==> src/logic/cr_pkg.sv <==
/*
	Clock recovery shared definitions
	Data path widths, saturation limits and the bus structs
*/
package cr_pkg;

	// Data path widths
	localparam int ERR_W   = 6;		// Signed window error
	localparam int SUM_W   = 15;	// Signed integrator
	localparam int PGAIN_W = 8;		// Unsigned P gain
	localparam int IGAIN_W = 13;	// Unsigned I gain
	localparam int CO_W    = 29;	// Signed controller output
	localparam int WORD_W  = 32;	// Output word to the DIA port

	// Video parameter set
	localparam int HTOTAL_IDX = 4;	// Slot of the htotal register

	// Scalar types
	typedef logic signed [ERR_W-1:0] err_t;
	typedef logic signed [SUM_W-1:0] sum_t;
	typedef logic signed [CO_W-1:0]  co_t;
	typedef logic [WORD_W-1:0]       word_t;	// co zero-extended, top bits zero

	// Error saturation, +31 and -32
	localparam err_t ERR_MAX = err_t'(2**(ERR_W-1) - 1);
	localparam err_t ERR_MIN = err_t'(-(2**(ERR_W-1)));

	// Integrator saturation, +16383 and -16384
	localparam sum_t SUM_MAX = sum_t'(2**(SUM_W-1) - 1);
	localparam sum_t SUM_MIN = sum_t'(-(2**(SUM_W-1)));

	// Video parameter set write port
	typedef struct packed {
		logic [3:0]  idx;	// Register index
		logic [15:0] dat;	// Write data
		logic        vld;	// Write strobe
	} vps_t;

	// Loop gains
	typedef struct packed {
		logic [PGAIN_W-1:0] p_gain;
		logic [IGAIN_W-1:0] i_gain;
	} gains_t;

	// Loop statistics and state
	// Errors are signed, extremes start from zero
	typedef struct packed {
		err_t cur_err;	// Last accepted error
		err_t max_err;	// Largest error since run
		err_t min_err;	// Smallest error since run
		sum_t sum;		// Integrator
		co_t  co;		// Controller output
	} status_t;

endpackage

==> src/logic/req_ack_slot.sv <==
/*
	Four-phase req/ack slot
	Holds one payload and offers it until the receiver has acknowledged
*/
`timescale 1ns/1ns

module req_ack_slot
#(
	parameter type T_PAYLOAD = logic	// Carried payload
)
(
	input  logic     SYS_CLK_IN,
	input  logic     arst_n,
	input  logic     run,			// Low empties the slot
	input  logic     load,			// Capture strobe
	input  T_PAYLOAD payload_in,
	output logic     req,
	input  logic     ack,
	output T_PAYLOAD payload,
	output logic     free			// Ready for the next load
);

	typedef enum logic [1:0] {
		SL_EMPTY,
		SL_OFFER,
		SL_DRAIN
	} slot_state_t;

	slot_state_t state;

	// Payload capture, held through offer and drain
	always_ff @(posedge SYS_CLK_IN)
	begin
		if (load && (state == SL_EMPTY))
			payload <= payload_in;
	end

	// Handshake sequencer
	always_ff @(posedge SYS_CLK_IN or negedge arst_n)
	begin
		if (!arst_n)
			state <= SL_EMPTY;
		else if (!run)
			state <= SL_EMPTY;
		else
		begin
			case (state)
				SL_EMPTY :
					if (load)
						state <= SL_OFFER;	// req next cycle
				SL_OFFER :
					if (ack)
						state <= SL_DRAIN;	// Drop req
				SL_DRAIN :
					if (!ack)
						state <= SL_EMPTY;	// Return to zero done
				default :
					state <= SL_EMPTY;
			endcase
		end
	end

	assign req  = (state == SL_OFFER);
	assign free = (state == SL_EMPTY);

endmodule

==> src/logic/phase_meter.sv <==
/*
	Phase meter
	Counts pixel strobes against a window of sync edges, gives a saturating error
*/
`timescale 1ns/1ns

module phase_meter
	import cr_pkg::*;
#(
	parameter int P_LINES = 256,	// Sync edges per window
	parameter int P_PPC   = 2		// Pixels per strobe
)
(
	input  logic  SYS_CLK_IN,
	input  logic  arst_n,
	input  logic  run,			// Measurement enable
	input  vps_t  vps,			// Parameter set writes
	input  logic  sync,			// Sync level
	input  logic  pix_en,		// Pixel strobe
	input  logic  slot_free,	// Error slot empty
	output logic  load,			// Error ready pulse
	output err_t  err			// Window error
);

	localparam int SYNC_W = $clog2(P_LINES + 1);
	localparam int PIX_W  = 16 + SYNC_W;	// htotal times P_LINES

	typedef enum logic [1:0] {
		PM_IDLE,
		PM_RUN,
		PM_WAIT
	} pm_state_t;

	pm_state_t         state;
	logic [15:0]       htotal;
	logic              sync_q;
	logic              sync_rise;
	logic              sync_edge;
	logic [SYNC_W-1:0] sync_cnt;
	logic [PIX_W-1:0]  pix_cnt;
	logic              sync_end;
	logic              pix_end;
	logic              start;
	logic              done;
	err_t              err_cnt;

	// Htotal register
	always_ff @(posedge SYS_CLK_IN or negedge arst_n)
	begin
		if (!arst_n)
			htotal <= '0;
		else if (vps.vld && (vps.idx == 4'(HTOTAL_IDX)))
			htotal <= vps.dat;
	end

	// Sync capture, one stage
	always_ff @(posedge SYS_CLK_IN or negedge arst_n)
	begin
		if (!arst_n)
			sync_q <= 1'b0;
		else
			sync_q <= sync;
	end

	assign sync_rise = sync & ~sync_q;	// Window start
	assign sync_edge = sync ^ sync_q;	// Both edges count
	assign sync_end  = (sync_cnt == '0);
	assign pix_end   = (pix_cnt == '0);

	// Window start and end
	assign start = run && (state == PM_IDLE) && sync_rise;
	assign done  = run && (state == PM_RUN) && sync_end && pix_end;

	// Window FSM
	always_ff @(posedge SYS_CLK_IN or negedge arst_n)
	begin
		if (!arst_n)
			state <= PM_IDLE;
		else if (!run)
			state <= PM_IDLE;
		else
		begin
			case (state)
				PM_IDLE :
					if (sync_rise)
						state <= PM_RUN;
				PM_RUN :
					if (sync_end && pix_end)
						state <= PM_WAIT;
				// Slot still shows free during the load cycle
				PM_WAIT :
					if (slot_free && !load)
						state <= PM_IDLE;
				default :
					state <= PM_IDLE;
			endcase
		end
	end

	// Error ready, one cycle after both counters end
	always_ff @(posedge SYS_CLK_IN or negedge arst_n)
	begin
		if (!arst_n)
			load <= 1'b0;
		else
			load <= done;
	end

	// Sync counter
	always_ff @(posedge SYS_CLK_IN or negedge arst_n)
	begin
		if (!arst_n)
			sync_cnt <= '0;
		else if (start)
			sync_cnt <= SYNC_W'(P_LINES);
		else if ((state == PM_RUN) && sync_edge && !sync_end)
			sync_cnt <= sync_cnt - 1'b1;	// Rising and falling
	end

	// Pixel counter
	always_ff @(posedge SYS_CLK_IN or negedge arst_n)
	begin
		if (!arst_n)
			pix_cnt <= '0;
		else if (start)
			pix_cnt <= PIX_W'(htotal) * PIX_W'(P_LINES);
		else if ((state == PM_RUN) && pix_en && !pix_end)
		begin
			if (pix_cnt > PIX_W'(P_PPC))
				pix_cnt <= pix_cnt - PIX_W'(P_PPC);
			else
				pix_cnt <= '0;	// Stops at zero
		end
	end

	// Error counter
	always_ff @(posedge SYS_CLK_IN or negedge arst_n)
	begin
		if (!arst_n)
			err_cnt <= '0;
		else if (start)
			err_cnt <= '0;
		else if ((state == PM_RUN) && pix_en)
		begin
			// Video slow, pixels still due after sync end
			if (sync_end && !pix_end && (err_cnt != ERR_MAX))
				err_cnt <= err_cnt + err_t'(1);
			// Video fast, pixels done before sync end
			else if (!sync_end && pix_end && (err_cnt != ERR_MIN))
				err_cnt <= err_cnt - err_t'(1);
		end
	end

	assign err = err_cnt;

endmodule

==> src/logic/pi_controller.sv <==
/*
	PI controller
	Integrates window errors, forms the controller output and keeps error statistics
*/
`timescale 1ns/1ns

module pi_controller
	import cr_pkg::*;
(
	input  logic    SYS_CLK_IN,
	input  logic    arst_n,
	input  logic    run,		// Low clears loop state
	input  gains_t  gains,
	input  err_t    err,		// From the error slot
	input  logic    err_req,
	output logic    err_ack,
	input  logic    out_free,	// Output slot empty
	output logic    out_load,
	output word_t   out_word,
	output status_t status
);

	localparam int P_W = ERR_W + PGAIN_W + 1;	// Signed P product
	localparam int I_W = SUM_W + IGAIN_W + 1;	// Signed I product

	typedef enum logic [1:0] {
		CS_IDLE,	// Wait for an error
		CS_SUM,		// Sum valid, products next
		CS_PROD,	// Products valid, co next
		CS_LOAD		// co valid, hand to output slot
	} cs_state_t;

	cs_state_t              state;
	logic                   accept;
	logic signed [SUM_W:0]  sum_ext;	// One guard bit
	sum_t                   sum_sat;
	sum_t                   sum;
	err_t                   cur_err;
	err_t                   max_err;
	err_t                   min_err;
	logic signed [P_W-1:0]  p;
	logic signed [I_W-1:0]  i;
	co_t                    co;

	// One error at a time, only with room downstream
	assign accept = (state == CS_IDLE) && err_req && !err_ack && out_free;

	// Sequencer
	always_ff @(posedge SYS_CLK_IN or negedge arst_n)
	begin
		if (!arst_n)
			state <= CS_IDLE;
		else if (!run)
			state <= CS_IDLE;
		else
		begin
			case (state)
				CS_IDLE :
					if (accept)
						state <= CS_SUM;
				CS_SUM  : state <= CS_PROD;
				CS_PROD : state <= CS_LOAD;
				CS_LOAD : state <= CS_IDLE;
				default : state <= CS_IDLE;
			endcase
		end
	end

	assign out_load = (state == CS_LOAD);

	// Acknowledge, up on accept, down after req falls
	always_ff @(posedge SYS_CLK_IN or negedge arst_n)
	begin
		if (!arst_n)
			err_ack <= 1'b0;
		else if (!run)
			err_ack <= 1'b0;
		else if (accept)
			err_ack <= 1'b1;
		else if (!err_req)
			err_ack <= 1'b0;
	end

	// Integrator with saturation
	assign sum_ext = sum + err;
	always_comb
	begin
		if (sum_ext > SUM_MAX)
			sum_sat = SUM_MAX;
		else if (sum_ext < SUM_MIN)
			sum_sat = SUM_MIN;
		else
			sum_sat = sum_t'(sum_ext);
	end

	// Sum and statistics, one cycle after accept
	always_ff @(posedge SYS_CLK_IN or negedge arst_n)
	begin
		if (!arst_n)
		begin
			sum     <= '0;
			cur_err <= '0;
			max_err <= '0;
			min_err <= '0;
		end
		else if (!run)
		begin
			sum     <= '0;
			cur_err <= '0;
			max_err <= '0;	// Extremes restart from zero
			min_err <= '0;
		end
		else if (accept)
		begin
			sum     <= sum_sat;
			cur_err <= err;
			if (err > max_err)
				max_err <= err;
			if (err < min_err)
				min_err <= err;
		end
	end

	// P and I products, gains taken as unsigned
	always_ff @(posedge SYS_CLK_IN)
	begin
		if (state == CS_SUM)
		begin
			p <= $signed({1'b0, gains.p_gain}) * cur_err;
			i <= $signed({1'b0, gains.i_gain}) * sum;	// New sum
		end
	end

	// Controller output
	always_ff @(posedge SYS_CLK_IN or negedge arst_n)
	begin
		if (!arst_n)
			co <= '0;
		else if (!run)
			co <= '0;
		else if (state == CS_PROD)
			co <= p + i;
	end

	assign out_word = {{(WORD_W-CO_W){1'b0}}, co};	// Zero-extended

	assign status = '{
		cur_err : cur_err,
		max_err : max_err,
		min_err : min_err,
		sum     : sum,
		co      : co
	};

endmodule

==> src/logic/clock_recovery_top.sv <==
/*
	Clock recovery loop top level
	Phase meter, error slot, PI controller and output word slot in one chain
*/
`timescale 1ns/1ns

module clock_recovery_top
	import cr_pkg::*;
#(
	parameter int P_LINES = 256,	// Sync edges per window
	parameter int P_PPC   = 2		// Pixels per strobe
)
(
	input  logic    SYS_CLK_IN,
	input  logic    arst_n,
	input  logic    run,
	input  vps_t    vps,		// Video parameter set
	input  logic    sync,
	input  logic    pix_en,
	input  gains_t  gains,
	output status_t status,
	output word_t   dia_dat,	// DIA output word
	output logic    dia_req,
	input  logic    dia_ack
);

	// Meter to error slot
	logic  meas_load;
	err_t  meas_err;
	logic  meas_free;

	// Error slot to controller
	logic  meas_req;
	logic  meas_ack;
	err_t  meas_pay;

	// Controller to output slot
	logic  out_load;
	word_t out_word;
	logic  out_free;

	phase_meter #(
		.P_LINES (P_LINES),
		.P_PPC   (P_PPC)
	) meter (
		.SYS_CLK_IN (SYS_CLK_IN),
		.arst_n     (arst_n),
		.run        (run),
		.vps        (vps),
		.sync       (sync),
		.pix_en     (pix_en),
		.slot_free  (meas_free),
		.load       (meas_load),
		.err        (meas_err)
	);

	// Error hand-over
	req_ack_slot #(
		.T_PAYLOAD (err_t)
	) meas_slot (
		.SYS_CLK_IN (SYS_CLK_IN),
		.arst_n     (arst_n),
		.run        (run),
		.load       (meas_load),
		.payload_in (meas_err),
		.req        (meas_req),
		.ack        (meas_ack),
		.payload    (meas_pay),
		.free       (meas_free)
	);

	pi_controller ctrl (
		.SYS_CLK_IN (SYS_CLK_IN),
		.arst_n     (arst_n),
		.run        (run),
		.gains      (gains),
		.err        (meas_pay),
		.err_req    (meas_req),
		.err_ack    (meas_ack),
		.out_free   (out_free),
		.out_load   (out_load),
		.out_word   (out_word),
		.status     (status)
	);

	// Output word to the DIA port
	req_ack_slot #(
		.T_PAYLOAD (word_t)
	) out_slot (
		.SYS_CLK_IN (SYS_CLK_IN),
		.arst_n     (arst_n),
		.run        (run),
		.load       (out_load),
		.payload_in (out_word),
		.req        (dia_req),
		.ack        (dia_ack),
		.payload    (dia_dat),
		.free       (out_free)
	);

endmodule

==> config.mk <==
export PLATFORM = sky130hd
export DESIGN_NAME = clock_recovery_top
export DESIGN_NICKNAME = d
export VERILOG_FILES = /design/src/logic/cr_pkg.sv /design/src/logic/req_ack_slot.sv /design/src/logic/phase_meter.sv /design/src/logic/pi_controller.sv /design/src/logic/clock_recovery_top.sv
export SDC_FILE = /design/constraint.sdc
export NUM_CORES = 1
export LEC_CHECK = 0
export BUFFER_PORTS_ARGS = -buffer_cell sky130_fd_sc_hd__buf_2
export CAP_MARGIN = 20
export CORE_UTILIZATION = 60
export CTS_CLUSTER_DIAMETER = 150
export DETAILED_ROUTE_END_ITERATION = 10
export GPL_ROUTABILITY_DRIVEN = 0
export GPL_TIMING_DRIVEN = 0
export HOLD_SLACK_MARGIN = 0.15
export MAX_ROUTING_LAYER = met4
export PLACE_DENSITY = 0.89
export SYNTH_ARGS = -nofsm -noshare
export SYNTH_HDL_FRONTEND = slang
export SYNTH_SLANG_ARGS = --single-unit
==> constraint.sdc <==
create_clock -name SYS_CLK_IN -period 7.27 [get_ports SYS_CLK_IN]
set_input_delay 0.3635 -clock SYS_CLK_IN [delete_from_list [all_inputs] [get_ports SYS_CLK_IN]]
set_output_delay 0.3635 -clock SYS_CLK_IN [all_outputs]
set_load 0.005 [all_outputs]
==> Word level (Yosys, flattened, before mapping) <==
Index checks and enable logic that the tools add are counted.
{ "totals": {"register_bits": 208, "out_inout_bits": 95, "elab_cells": 148, "inputBits": 48} }
{ "op_classes": {"n_mux": 44, "add_sub_neg": 6, "n_reduce_logical": 41, "n_eq_ne": 27, "n_lt_le_gt_ge": 5, "n_bitwise": 3, "mul": 2} }
{ "op_table": {"columns": ["operator", "n"], "rows": [
  ["25-bit two-way mux", 3],
  ["6-bit two-way mux", 12],
  ["15-bit two-way mux", 4],
  ["29-bit two-way mux", 2],
  ["15-bit by 29-bit adder with 29-bit output", 1],
  ["14-bit by 15-bit multiplier with 29-bit output", 1],
  ["2-bit two-way mux", 14],
  ["25-bit by 2-bit > comparator with 1-bit output (second input constant)", 1],
  ["25-bit zero test", 1],
  ["25-bit by 2-bit subtractor with 25-bit output (second input constant)", 1],
  ["1-bit logical AND", 21],
  ["9-bit two-way mux", 2],
  ["3-bit != test (second input constant)", 6],
  ["2-bit case mux with 3 select lines", 3],
  ["15-bit by 6-bit adder with 16-bit output", 1],
  ["16-bit by 15-bit > comparator with 1-bit output (second input constant)", 1],
  ["16-bit by 15-bit less-than comparator with 1-bit output (second input constant)", 1],
  ["9-bit by 6-bit multiplier with 15-bit output", 1],
  ["3-bit by 2-bit != test with 1-bit output (second input constant)", 5],
  ["6-bit != test (second input constant)", 2],
  ["2-bit == test (second input constant)", 5],
  ["9-bit zero test", 1],
  ["3-bit AND reduction", 3],
  ["9-bit by 1-bit subtractor with 9-bit output (second input constant)", 1],
  ["other kinds (17)", 35]
]} }

==> Logic depth before layout (Yosys ltp) <==
{ "depth": {"word_depth": 8, "ltp_mapped": 24, "mapped_depth_nobuf": 22} }

==> By module <==
A second synthesis with hierarchy kept.
{ "hier_totals": {"cells_unflattened": 2097, "area_unflattened_um2": 20519.7} }
{ "modules_own_cells": {"columns": ["mod", "instances", "cells_each", "seq_area_each_um2", "area_each_um2"], "rows": [
  ["pi_controller", 1, 1704, 2947.8, 15920.3],
  ["phase_meter", 1, 333, 1476.4, 3248.1],
  ["req_ack_slot (out_slot)", 1, 43, 1011.0, 1066.0],
  ["req_ack_slot (meas_slot)", 1, 17, 230.2, 285.3]
]} }

==> Worst setup path before layout <==
Ideal clock, no wire load.
{ "synth_path": {"path_type": "reg2reg", "from": "reg ctrl.sum[7]", "to": "reg ctrl.i[21] (data pin)", "synth_period_minus_slack_ns": 6.121, "path_slack_ns": 1.149, "t_required_ns": 7.135, "setup_time_ns": 0.135, "path_buffers": 1, "t_arrival_ns": 5.986, "path_stages_with_launch": 24, "cell_sequence": "dfrtp_1 > clkbuf_1 > and2_1 > fa_1 > inv_1 > fa_1 > inv_1 > fa_1 > inv_1 > fa_1 > inv_1 > fa_1 > inv_1 > fa_1 > inv_1 > ha_1 > a21oi_1 > o21ai_0 > a41oi_1 > o21ai_1 > a311oi_2 > o21bai_1 > or4b_1 > nand3_1"} }
{ "synth_between": {"elab_chain_len": 1} }
{ "synth_lines": {"columns": ["element", "line", "source"], "rows": [
  ["start: declaration", "pi_controller.sv:37", "sum_t sum;"],
  ["start signal: assignment", "pi_controller.sv:115", "sum <= sum_sat;"],
  ["14-bit by 15-bit multiplier with 29-bit output", "pi_controller.sv:130", "i <= $signed({1'b0, gains.i_gain}) * sum;"],
  ["end signal: assignment", "pi_controller.sv:130", null],
  ["end: declaration", "pi_controller.sv:42", "logic signed [I_W-1:0] i;"]
]} }
No other way between the ends.
A chain may end at the register's enable or synchronous reset.

==> Final worst setup path <==
Ends and elaborated chain as after synthesis.

==> out/qor.yml <==
cts:
  insertion_delay_ns: 0.51
  htree_levels: 1
  clkSinkCount: 207
  clk_path_buf_depth: 3
  cts_buffers: 22
  clockRootBuffer: "clkbuf_16"
  clk_pin_slew_ns: 0.06
  cts_tree: "yes"
  post-cts-setup-buffers: 0
final_layout:
  fin_util_pct: 68.23
  fin_nets: 2633
  stdcell_count: 2655
  nFillCells: 2310
  syn_to_final_growth_pct: 11.48
  layout-drive-gt1-share_pct: 10.77
drt:
  ant_nets: 0
  wl_per_cell_um: 17.93
  top_layer: "met4"
  wl_met3_um: 4171
  drc: 0
  wl_met2_um: 23270
  via_count: 15640
  dr.pass1.iters: 6
  initialDrtViolationCount: 1175
  finalWirelength_um: 47610
  wl_met1_um: 18230
  drt-vias-per-instance: 5.890
grt:
  overflow: 0
  grt_pass1_vias: 16300
  track_usage_pct: 29.81
  grt_max_degree: 98
  grt_pass1_wl_um: 78380
  antenna_found_initial: 3
pwr:
  p_int_mw: 2.490
  switchingPower_mw: 1.175
  p_leak_nw: 11.18
  ir_drop_mv: 0.2072
  p_comb_share_pct: 26.3
  p_per_area_nw_per_um2: 164.7
  p_seq_share_pct: 41.4
  power.clock.fraction_pct: 32.2
  power_switching_share_pct: 32.05
logic_synthesis:
  synth_edf_count: 79
  synth_ff_type: "dfrtp_1"
  synth_area_per_cell_um2: 9.952
  ys_ff_latch: 207
  synth_cells: 2006
  synth_area_um2: 19960
  ys_seq_area_share_pct: 27.93
  ys_warn_count: 0
  yosysUniqueCellTypes: 86
  ys_async_sr_fraction_pct: 61.84
sta:
  tns_ns: 0
  worst_hold_slack_ns: 0.2337
  final-hold-violation-count: 0
  rsz0062_at_grt: "false"
  tightest_slew_ns: 0.9467
  fin_skew_ns: 0.01366
  drv_slew: 0
  finalSetupViolations: 0
  period_share_pct: 95.61
  maxSlewHeadroom_pct: 36.89
  period_minus_slack_ns: 6.951
  clock.fmax_ghz: 0.1439
floorplan:
  die_x_um: 184.4
  initial_utilization_pct: 61.20
  dieArea_um2: 34010
  rows: 66
  coreArea_um2: 32620
  io_pins: 143
  fp.dieH_um: 184.4
setup_path:
  worst_path_max_delay_cell: "fa_1"
  critical_path.cell_chain: "clkbuf_1 -> and2_1 -> fa_1 -> inv_1 -> fa_1 -> inv_1 -> fa_1 -> inv_1 -> fa_1 -> inv_1 -> fa_1 -> inv_1 -> fa_1 -> inv_1 -> ha_1 -> a21oi_1 -> o21ai_0 -> a41oi_1 -> o21ai_1 -> a311oi_2 -> o21bai_1 -> or4b_1 -> nand3_1"
  cp.arrival_ns: 7.32
  start_kind: "flop"
  critPathKind: "reg2reg"
  critPathRequiredTime_ns: 7.64
  critPathCaptureType: "flop"
  cpPeakStageDelay_ns: 0.54
  cp_max_fo: 10
placement:
  dp_hpwl_um: 37380
  dp_cells: 2591
  port_buffers: 139
flow_run:
  drv_cap: 0
outcome:
  status: "finished clean"
hold_path:
  hp-class: "in2reg"
## registers in the layout, indices dropped and copies added (netlist names), 6 cells and up
name and count:
ctrl.co 29, out_slot.payload 29, ctrl.max_err 6, meter.err 6, meas_slot.payload 6, ctrl.cur_err 6, ctrl.i 29, meter.htotal 16
ctrl.p 15, ctrl.sum 15, meter.pix_cnt 24, ctrl.min_err 6, meter.sync_cnt 9
## cell type report
class                      count  area (µm²)  share of cell area (%)
timing repair buffer         162       959.7                   4.312
tap                          442       553.0                   2.485
buffer                        72       301.5                   1.355
clock inverter                12       146.4                  0.6578
multi-input combinational   1418       12930                   58.10
clock buffer                  28       614.3                   2.760
antenna                        3       7.507                 0.03373
inverter                     311        1167                   5.245
sequential                   207        5575                   25.05
## metal layers
| metal | global-route usage [%] | vias to the layer above |
|---|---|---|
| li1 | - | 7022 |
| met1 | 36.03 | 7664 |
| met2 | 49.45 | 772 |
| met3 | 5.592 | 181 |
| met4 | 11.67 | 0 |
| met5 | - | - |
## synth_stat cells, types with 5 or more instances
cell type / count / area, µm²
a21boi_0: 5 / 37.54
a21o_1: 37 / 277.8
o21a_1: 5 / 37.54
nor2_1: 88 / 330.3
nand3b_1: 7 / 52.55
and2_1: 127 / 794.5
nor3b_1: 11 / 82.58
o21ai_0: 57 / 285.3
o311ai_0: 5 / 43.79
o31ai_1: 6 / 45.04
nor4_1: 12 / 75.07
fa_1: 219 / 4384
mux2_2: 18 / 202.7
a211oi_1: 6 / 45.04
mux2i_1: 27 / 270.3
buf_4: 5 / 37.54
nand4_1: 9 / 56.30
a31oi_1: 7 / 43.79
o211ai_1: 8 / 60.06
inv_1: 310 / 1164
dfrtp_1: 128 / 3203
nor2b_1: 13 / 81.33
o21bai_1: 14 / 105.1
xor2_1: 32 / 280.3
nand3_1: 25 / 125.1
clkbuf_1: 58 / 217.7
nand2_1: 193 / 724.4
a21oi_1: 85 / 425.4
and3_1: 13 / 81.33
a22o_1: 5 / 43.79
xnor2_1: 50 / 437.9
nand2b_1: 19 / 118.9
or2_2: 6 / 37.54
edfxtp_1: 79 / 2372
nor3_1: 31 / 155.2
ha_1: 172 / 2152
o21ai_1: 5 / 25.02
or3_1: 5 / 31.28
a221o_1: 23 / 230.2
o211a_1: 5 / 50.05
buf_1: 5 / 18.77
## cell families (layout without fill, tap and decap cells)
group	Yosys count	after routing	synth area share, %
AND/OR/NAND/NOR	584	584	15.10
adder cells (fa/ha/maj)	391	391	32.74
buffers and inverters	383	585	7.352
AO/OA/AOI/OAI	313	313	10.89
flip-flops	207	207	27.93
XOR/XNOR	82	82	3.598
multiplexers	45	45	2.369
other	1	6	0.01878
## per-stage QoR
stage	cell area, µm²	total power [mW]	setup slack [ns]
after floorplan	19970	2.215	1.149
after global placement	21220	2.403	0.5801
after detailed placement	21260	2.469	0.3758
after CTS	22210	3.649	0.3722
after global routing	22260	3.835	0.1084
final	22260	3.665	0.3192
## power by group through the flow
stage / registers [mW] / logic (mW) / clock network, mW
2_1_floorplan: 1.50 / 0.718 / 0
3_3_place_gp: 1.52 / 0.880 / 0
3_5_place_dp: 1.53 / 0.936 / 0
4_1_cts: 1.51 / 0.951 / 1.18
5_1_grt: 1.54 / 1.06 / 1.23
6_report: 1.52 / 0.965 / 1.18
## worst max-delay path: cells and delay by family, from the launching register on
family,cells,cell delay (ns)
compound gates,6,1.42
fa+ha+maj,7,3.37
buf+inv,7,0.66
flops,1,0.48
simple gates,3,0.86
## worst paths after layout
kind	start	to	cells after the start	slack, ns
setup / recovery	ctrl.sum[7]	ctrl.i[21]	23	0.32
hold / removal	gains[13]	ctrl.p[0]	2	0.23
setup reg to reg	ctrl.sum[7]	ctrl.i[21]	23	0.32
hold reg to reg	ctrl.co[26]	out_slot.payload[26]	0	0.48
max in group asynchronous	arst_n	meter.err[1]	3	6.14
min in group asynchronous	arst_n	ctrl.co[1]	2	0.30
## what timing repair did
action	in CTS	in global routing
hold endpoints to repair	50	0
hold buffers	19	0
setup endpoints to repair	0	1
gates resized for setup	0	2
## cell usage in the layout, fill, tap and decap left out, types with 14 or more instances in the layout
| cell type | netlist | routed |
|---|---|---|
| and2_1 | 127 | 127 |
| nand3_1 | 25 | 25 |
| dfrtp_1 | 128 | 128 |
| nand2b_1 | 19 | 19 |
| mux2i_1 | 27 | 27 |
| edfxtp_1 | 79 | 79 |
| fa_1 | 219 | 219 |
| a221o_1 | 23 | 23 |
| nor3_1 | 31 | 31 |
| nor2_1 | 88 | 88 |
| dlygate4sd3_1 | 0 | 19 |
| mux2_2 | 18 | 18 |
| o21ai_0 | 57 | 57 |
| ha_1 | 172 | 171 |
| a21oi_1 | 85 | 85 |
| xor2_1 | 32 | 32 |
| nand2_1 | 193 | 193 |
| o21bai_1 | 14 | 14 |
| a21o_1 | 37 | 37 |
| buf_2 | 3 | 141 |
| xnor2_1 | 50 | 50 |
| clkbuf_1 | 58 | 60 |
| inv_1 | 310 | 310 |
| clkbuf_16 | 0 | 23 |
Power figures use the tool's default switching activity.
